==> config.mk <==
export PLATFORM = sky130hd
export DESIGN_NAME = zxuno_regbank
export DESIGN_NICKNAME = d
export VERILOG_FILES = /design/src/source/zxuno_cfg_pkg.sv /design/src/source/zxuno_map_pkg.sv /design/src/source/coreid.sv /design/src/source/scandoubler_ctrl.sv /design/src/source/scratch_register.sv /design/src/source/zxuno_regbank.sv /design/src/source/zxuno_regs.sv
export SDC_FILE = /design/constraint.sdc
export NUM_CORES = 1
export LEC_CHECK = 0
export ABC_AREA = 1
export BUFFER_PORTS_ARGS = -buffer_cell sky130_fd_sc_hd__buf_2
export CELL_PAD_IN_SITES_DETAIL_PLACEMENT = 1
export CELL_PAD_IN_SITES_GLOBAL_PLACEMENT = 1
export CORE_MARGIN = 4
export CORE_UTILIZATION = 41
export DETAILED_ROUTE_END_ITERATION = 16
export GPL_ROUTABILITY_DRIVEN = 0
export MAX_ROUTING_LAYER = met4
export PLACE_DENSITY = 0.95
export SLEW_MARGIN = 30
export SYNTH_ARGS = -nofsm -noshare
export SYNTH_HDL_FRONTEND = slang
export SYNTH_SLANG_ARGS = --single-unit
==> constraint.sdc <==
create_clock -name clk -period 4.8 [get_ports clk]
set_clock_uncertainty 0.05 [all_clocks]
set_input_delay 0.96 -clock clk [delete_from_list [all_inputs] [get_ports clk]]
set_output_delay 0.96 -clock clk [all_outputs]
set_load 0.005 [all_outputs]
==> src/source/zxuno_cfg_pkg.sv <==
`default_nettype none

// Configuration types shared by the register devices

package zxuno_cfg_pkg;

   // Longest core name the coreid pointer can index
   localparam int max_coreid_len = 32;

   // --------------------
   // Scandoubler control
   // --------------------

   // Raw view for CPU readback, field view for the video outputs
   typedef union packed {
      logic [7:0] raw;
      struct packed {
         logic [1:0] freq_option;       // Vertical refresh select
         logic [2:0] reserved;          // Kept as written
         logic       scanlines_enable;  // Dark every other VGA line
         logic       turbo_enable;      // Faster CPU clock
         logic       vga_enable;        // 0 gives the RGB/PAL path
      } fields;
   } scndbl_ctrl_u;

endpackage

`default_nettype wire

==> src/source/zxuno_map_pkg.sv <==
`default_nettype none

// Z80 I/O port numbers and register numbers of the ZX-Uno register bank

package zxuno_map_pkg;

   // --------------------
   // Z80 I/O ports
   // --------------------

   // Register number is written here, and read back from here
   localparam logic [15:0] io_addr_port = 16'hFC3B;

   // Selected register is read or written here
   localparam logic [15:0] io_data_port = 16'hFD3B;

   // --------------------
   // Register numbers
   // --------------------

   // Video output and CPU speed control
   localparam logic [7:0] reg_scndbl_ctrl = 8'h0B;

   // Free byte for the firmware
   localparam logic [7:0] reg_scratch = 8'hFE;

   // Core name, one character per read
   localparam logic [7:0] reg_coreid = 8'hFF;

   // Numbers 00..FF not listed above are unmapped.
   // A read of an unmapped register leaves the CPU bus undriven,
   // so the top level returns FF.

endpackage

`default_nettype wire

==> src/source/coreid.sv <==
`timescale 1ns/100ps
`default_nettype none

module coreid import zxuno_map_pkg::*, zxuno_cfg_pkg::*; #(
   // First character in the top byte, unused bytes zero
   parameter logic [8*max_coreid_len-1:0] core_id =
      {"T01-rb", {(8*max_coreid_len-48){1'b0}}},
   parameter int core_id_len = 6
) (
   input  logic       clk,
   input  logic       rst_n,
   input  logic [7:0] addr,
   input  logic       zxuno_regrd,
   input  logic       regaddr_changed,
   input  logic       rd_active,
   output logic [7:0] dout,
   output logic       oe_n
);

   localparam int ptr_w = $clog2(max_coreid_len + 1);
   localparam logic [ptr_w-1:0] last_ptr = ptr_w'(core_id_len);  // Zero byte position

   logic [ptr_w-1:0]            ptr;
   logic [8*max_coreid_len-1:0] id_window;
   logic                        sel;

   assign sel = (addr == reg_coreid);

   // Current character moved up to the top byte
   always_comb begin
      id_window = core_id << (8 * ptr);
   end

   assign dout = (ptr == last_ptr) ? 8'h00 : id_window[8*max_coreid_len-1 -: 8];
   assign oe_n = ~(rd_active & sel);

   // --------------------
   // Character pointer
   // --------------------

   always_ff @(posedge clk) begin
      if (!rst_n) begin
         ptr <= '0;
      end else if (regaddr_changed) begin
         ptr <= '0;                 // New selection restarts the string
      end else if (zxuno_regrd && sel) begin
         if (ptr == last_ptr)
            ptr <= '0;              // Wrap after the zero byte
         else
            ptr <= ptr + 1'b1;
      end
   end

endmodule

`default_nettype wire

==> src/source/scandoubler_ctrl.sv <==
`timescale 1ns/100ps
`default_nettype none

module scandoubler_ctrl import zxuno_map_pkg::*, zxuno_cfg_pkg::*; #(
   parameter logic [7:0] scndbl_reset = 8'h00
) (
   input  logic       clk,
   input  logic       rst_n,
   input  logic [7:0] addr,
   input  logic       rd_active,
   input  logic       zxuno_regwr,
   input  logic [7:0] din,
   output logic [7:0] dout,
   output logic       oe_n,
   output logic       vga_enable,
   output logic       scanlines_enable,
   output logic [1:0] freq_option,
   output logic       turbo_enable
);

   scndbl_ctrl_u ctrl;
   logic         sel;

   assign sel = (addr == reg_scndbl_ctrl);

   // --------------------
   // Control byte
   // --------------------

   always_ff @(posedge clk) begin
      if (!rst_n)
         ctrl.raw <= scndbl_reset;
      else if (zxuno_regwr && sel)
         ctrl.raw <= din;   // Reserved bits stored too
   end

   // Readback of the whole byte
   assign dout = ctrl.raw;
   assign oe_n = ~(rd_active & sel);

   // --------------------
   // Video and turbo
   // --------------------

   assign vga_enable       = ctrl.fields.vga_enable;
   assign scanlines_enable = ctrl.fields.scanlines_enable;
   assign freq_option      = ctrl.fields.freq_option;
   assign turbo_enable     = ctrl.fields.turbo_enable;

endmodule

`default_nettype wire

==> src/source/scratch_register.sv <==
`timescale 1ns/100ps
`default_nettype none

// Free byte for handing values between boot stages

module scratch_register import zxuno_map_pkg::*; (
   input  logic       clk,
   input  logic       rst_n,
   input  logic [7:0] addr,
   input  logic       zxuno_regrd_active,
   input  logic       zxuno_regwr,
   input  logic [7:0] din,
   output logic [7:0] dout,
   output logic       oe_n
);

   logic [7:0] scratch;
   logic       sel;

   assign sel = (addr == reg_scratch);

   always_ff @(posedge clk) begin
      if (!rst_n)
         scratch <= 8'h00;
      else if (zxuno_regwr && sel)
         scratch <= din;
   end

   // Read path
   assign dout = scratch;
   assign oe_n = ~(zxuno_regrd_active & sel);

endmodule

`default_nettype wire

==> src/source/zxuno_regbank.sv <==
`timescale 1ns/100ps
`default_nettype none

module zxuno_regbank import zxuno_cfg_pkg::*; #(
   parameter logic [8*max_coreid_len-1:0] core_id =
      {"T01-rb", {(8*max_coreid_len-48){1'b0}}},
   parameter int         core_id_len  = 6,
   parameter logic [7:0] scndbl_reset = 8'h00
) (
   input  logic        clk,
   input  logic        rst_n,
   // Z80 side
   input  logic [15:0] a,
   input  logic        iorq_n,
   input  logic        rd_n,
   input  logic        wr_n,
   input  logic [7:0]  din,
   output logic [7:0]  dout,
   output logic        oe_n,
   // Scandoubler control
   output logic        vga_enable,
   output logic        scanlines_enable,
   output logic [1:0]  freq_option,
   output logic        turbo_enable
);

   // Register decoder
   logic [7:0] zxuno_addr;
   logic [7:0] dout_addr;
   logic       oe_n_addr;
   logic       rd_active;
   logic       zxuno_regrd;
   logic       zxuno_regwr;
   logic       regaddr_changed;

   // Devices
   logic [7:0] dout_coreid;
   logic       oe_n_coreid;
   logic [7:0] dout_scratch;
   logic       oe_n_scratch;
   logic [7:0] dout_scndbl;
   logic       oe_n_scndbl;

   zxuno_regs regs_i (
      .clk             (clk),
      .rst_n           (rst_n),
      .a               (a),
      .iorq_n          (iorq_n),
      .rd_n            (rd_n),
      .wr_n            (wr_n),
      .din             (din),
      .dout            (dout_addr),
      .oe_n            (oe_n_addr),
      .addr            (zxuno_addr),
      .rd_active       (rd_active),
      .read_from_reg   (zxuno_regrd),
      .write_to_reg    (zxuno_regwr),
      .regaddr_changed (regaddr_changed)
   );

   coreid #(
      .core_id     (core_id),
      .core_id_len (core_id_len)
   ) coreid_i (
      .clk             (clk),
      .rst_n           (rst_n),
      .addr            (zxuno_addr),
      .zxuno_regrd     (zxuno_regrd),
      .regaddr_changed (regaddr_changed),
      .rd_active       (rd_active),
      .dout            (dout_coreid),
      .oe_n            (oe_n_coreid)
   );

   scratch_register scratch_i (
      .clk                (clk),
      .rst_n              (rst_n),
      .addr               (zxuno_addr),
      .zxuno_regrd_active (rd_active),
      .zxuno_regwr        (zxuno_regwr),
      .din                (din),
      .dout               (dout_scratch),
      .oe_n               (oe_n_scratch)
   );

   scandoubler_ctrl #(
      .scndbl_reset (scndbl_reset)
   ) scndbl_i (
      .clk              (clk),
      .rst_n            (rst_n),
      .addr             (zxuno_addr),
      .rd_active        (rd_active),
      .zxuno_regwr      (zxuno_regwr),
      .din              (din),
      .dout             (dout_scndbl),
      .oe_n             (oe_n_scndbl),
      .vga_enable       (vga_enable),
      .scanlines_enable (scanlines_enable),
      .freq_option      (freq_option),
      .turbo_enable     (turbo_enable)
   );

   // --------------------
   // CPU read data
   // --------------------

   assign oe_n = oe_n_addr & oe_n_coreid & oe_n_scratch & oe_n_scndbl;

   always_comb begin
      if (!oe_n_addr)
         dout = dout_addr;
      else if (!oe_n_coreid)
         dout = dout_coreid;
      else if (!oe_n_scratch)
         dout = dout_scratch;
      else if (!oe_n_scndbl)
         dout = dout_scndbl;
      else
         dout = 8'hFF;    // Undriven bus
   end

endmodule

`default_nettype wire

==> src/source/zxuno_regs.sv <==
`timescale 1ns/100ps
`default_nettype none

module zxuno_regs import zxuno_map_pkg::*; (
   input  logic        clk,
   input  logic        rst_n,
   input  logic [15:0] a,
   input  logic        iorq_n,
   input  logic        rd_n,
   input  logic        wr_n,
   input  logic [7:0]  din,
   output logic [7:0]  dout,
   output logic        oe_n,
   output logic [7:0]  addr,
   output logic        rd_active,        // Data port read in progress
   output logic        read_from_reg,
   output logic        write_to_reg,
   output logic        regaddr_changed
);

   logic hit_addr_port;
   logic hit_data_port;
   logic io_rd;
   logic io_wr;
   logic addr_rd;
   logic addr_wr;
   logic data_wr;

   logic addr_wr_q;
   logic data_wr_q;
   logic data_rd_q;
   logic addr_load;   // Second cycle of an FC3B write

   // --------------------
   // Bus decode
   // --------------------

   assign hit_addr_port = (a == io_addr_port);
   assign hit_data_port = (a == io_data_port);
   assign io_rd         = ~iorq_n & ~rd_n;
   assign io_wr         = ~iorq_n & ~wr_n;

   assign addr_rd   = hit_addr_port & io_rd;
   assign addr_wr   = hit_addr_port & io_wr;
   assign data_wr   = hit_data_port & io_wr;
   assign rd_active = hit_data_port & io_rd;

   // FC3B reads return the current register number
   assign dout = addr;
   assign oe_n = ~addr_rd;

   // --------------------
   // Access edges
   // --------------------

   always_ff @(posedge clk) begin
      if (!rst_n) begin
         addr_wr_q       <= 1'b0;
         data_wr_q       <= 1'b0;
         data_rd_q       <= 1'b0;
         addr_load       <= 1'b0;
         addr            <= 8'h00;
         write_to_reg    <= 1'b0;
         read_from_reg   <= 1'b0;
         regaddr_changed <= 1'b0;
      end else begin
         addr_wr_q <= addr_wr;
         data_wr_q <= data_wr;
         data_rd_q <= rd_active;

         addr_load     <= addr_wr & ~addr_wr_q;    // Start of FC3B write
         write_to_reg  <= data_wr & ~data_wr_q;    // Start of FD3B write
         read_from_reg <= data_rd_q & ~rd_active;  // End of FD3B read

         // din is still held in the second cycle of the access
         if (addr_load)
            addr <= din;
         regaddr_changed <= addr_load;
      end
   end

endmodule

`default_nettype wire

==> results.yml <==
final_layout:
  fin_util_pct: 49.6
  insertedDiodeCount: 0
  ff_latch_area_um2: 741
  final_area_um2: 2550
  final_cells: 460
  syn_to_final_growth_pct: 16.6
  layout-drive-gt1-share_pct: 15.6
  nNetsFinal: 424
  fillCellCount: 728
  multi_input_area_um2: 1170
timing:
  finalCriticalPeriod_ps: 3710
  max_freq_mhz: 270
  final.period_utilization_pct: 77.2
  holdWs_ps: 341
  setup_violations: 0
  slew_headroom_pct: 55.1
  hold_viol: 0
  tns_ps: 0
  finalMaxSlewViolations: 0
  worst_pin_slew_ps: 672
  grt_setup_unrepaired: "no"
  setup_ws_ps: 1090
placed_design:
  post-place-ws_ps: 1160
  place_area_um2: 2430
  dp.cells: 452
  dp_hpwl_um: 4980
  port_buffers: 42
route:
  wl_per_cell_um: 15.4
  drtPass1Iterations: 4
  drtAntennaViolNets: 0
  vias: 2438
  drtIter0Drc: 188
  drt-total-wl_um: 7060
  route.detailed.drc: 0
  vias_per_cell: 5.30
grt:
  overflow: 0
  grt_pass1_wl_um: 12000
  grt_pass1_vias: 2536
  antenna_found_initial: 0
  grt.total_usage_pct: 24.1
  grt_max_degree: 28
synthesis:
  synth_top_cell_area_share_pct: 33.9
  yosysMostFrequentCell: "nand2_1"
  yosysSeqAreaShare_pct: 33.9
  synth_cells: 350
  syn-cell-area_um2: 2190
  synth-seq-cells: 37
  yosysTopAreaCell: "dfxtp_1"
  async_reset_ff_share_pct: 0
  synthFlopType: "dfxtp_1"
  synth_warnings: 0
  synth_area_leaders: "dfxtp_1 34%, nand2_1 15%, inv_1 9.1%"
  syn-mean-instance-area_um2: 6.25
  synth_cell_types: 28
  synth.net_count: 385
  synth_edf_count: 0
  synth_top_cells_by_count: "89 x nand2_1, 53 x inv_1, 46 x nor2_1"
min_path:
  whs_endpoint: "regs_i.write_to_reg"
  hold_depth: 1
  min_path_type: "reg2reg"
  min-delay-start: "regs_i.data_wr_q"
clocking:
  cts_tree: "yes"
  htree_levels: 2
  postCtsSetupBuffers: 0
  clkLatencyLatePin_ps: 300
  cts_buffers: 5
  cts-resized-gates: 0
  clk_pin_slew_ps: 80
  cts_num_sinks: 37
  hold_buffers: 0
  root_buffer: "clkbuf_8"
  cts.path.max_buffers: 2
setup_path:
  worstSetupPathType: "in2out"
  cp_data_arrival_time_ps: 2700
  crit_fanout: 11
  critPathMaxStageDelay_ps: 540
  cp_common_cell: "nand2_1"
  worst_path_max_delay_cell: "nor2_1"
  worst-endpoint-required_ps: 3790
  ff2ff_path_depth: 7
  path_delay_family: "simple AND/OR/NAND/NOR gates"
  r2r-end: "scratch_i.dout[0]"
  cp-end-kind: "output port"
  ff2ff_setup_slack_ps: 2680
  r2r_start: "regs_i.addr[4]"
  critical_path.cell_chain: "buf_2 > nand2_1 > nor2_2 > nand3_1 > nor2_1 > nand3_1 > nand2_2 > nand2_1 > nand2_1 > nand2_1 > buf_2"
  worstSetupStartpointType: "input pin"
  crit_buf_inv: 2
  cp.depth: 11
status:
  status: "finished clean"
die:
  num_rows: 26
  die_area_um2: 6570
  fp.dieH_um: 81.0
  die_x_um: 81.0
  start_util_pct: 42.6
  core_area_um2: 5140
  io_pins: 43
power_and_ir_drop:
  design_power_total_uw: 634
  p_leak_nw: 1.18
  power_density_nw_per_um2: 249
  peakVddDrop_v: 0.000179
flow_run:
  maxCapViolCount: 0
[metal layers]
layer,track usage [%],wire length [um]
met1,29.5,2960
met2,39.8,3530
met3,3.55,402
met4,9.80,169
met5,-,0
[power by group]
| part | switching (mW) | internal [mW] |
|---|---|---|
| logic | 0.0214 | 0.0128 |
| registers | 0.000000459 | 0.307 |
| clock network | 0.125 | 0.169 |
[kinds of logic (layout without fill, tap and decap cells)]
| family | after synthesis | count (layout) | share of synthesized area (%) |
|---|---|---|---|
| AOI/OAI and AO/OA | 51 | 51 | 12.0 |
| xor gates and xnor gates | 1 | 1 | 0.401 |
| adders and majority gates | 6 | 6 | 3.43 |
| buffers and inverters | 67 | 107 | 12.4 |
| DFF | 37 | 37 | 33.9 |
| and+or+nand+nor | 188 | 188 | 37.9 |
[layout by cell type, fill, tap and decap left out, drive strengths merged, types with 5 or more instances in the layout]
cell and n:
nand3 21, a21oi 22, o21ai 26, inv 55
buf 43, nand4 18, nand2 91, ha 6
nor3 5, dfxtp 37, clkbuf 6, nor2 50
[worst max-delay path by stage]
stage          startpoint      end  slack (ps)
6_report            a[13]  dout[2]        1090
3_5_place_dp        a[13]  dout[3]        1160
5_1_grt              a[2]  dout[2]         810
3_3_place_gp        a[13]  dout[4]        1280
2_1_floorplan       a[13]  dout[0]        1900
4_1_cts             a[13]  dout[2]        1090
[area by class of cell]
type / count / area share [%]
clock buffer: 6 / 3.24
timing repair buffer: 43 / 8.53
clock inverter: 2 / 1.47
multi-input combinational: 246 / 46.1
sequential: 37 / 29.0
inverter: 56 / 8.24
tap: 70 / 3.43
Power figures use the tool's default switching activity.
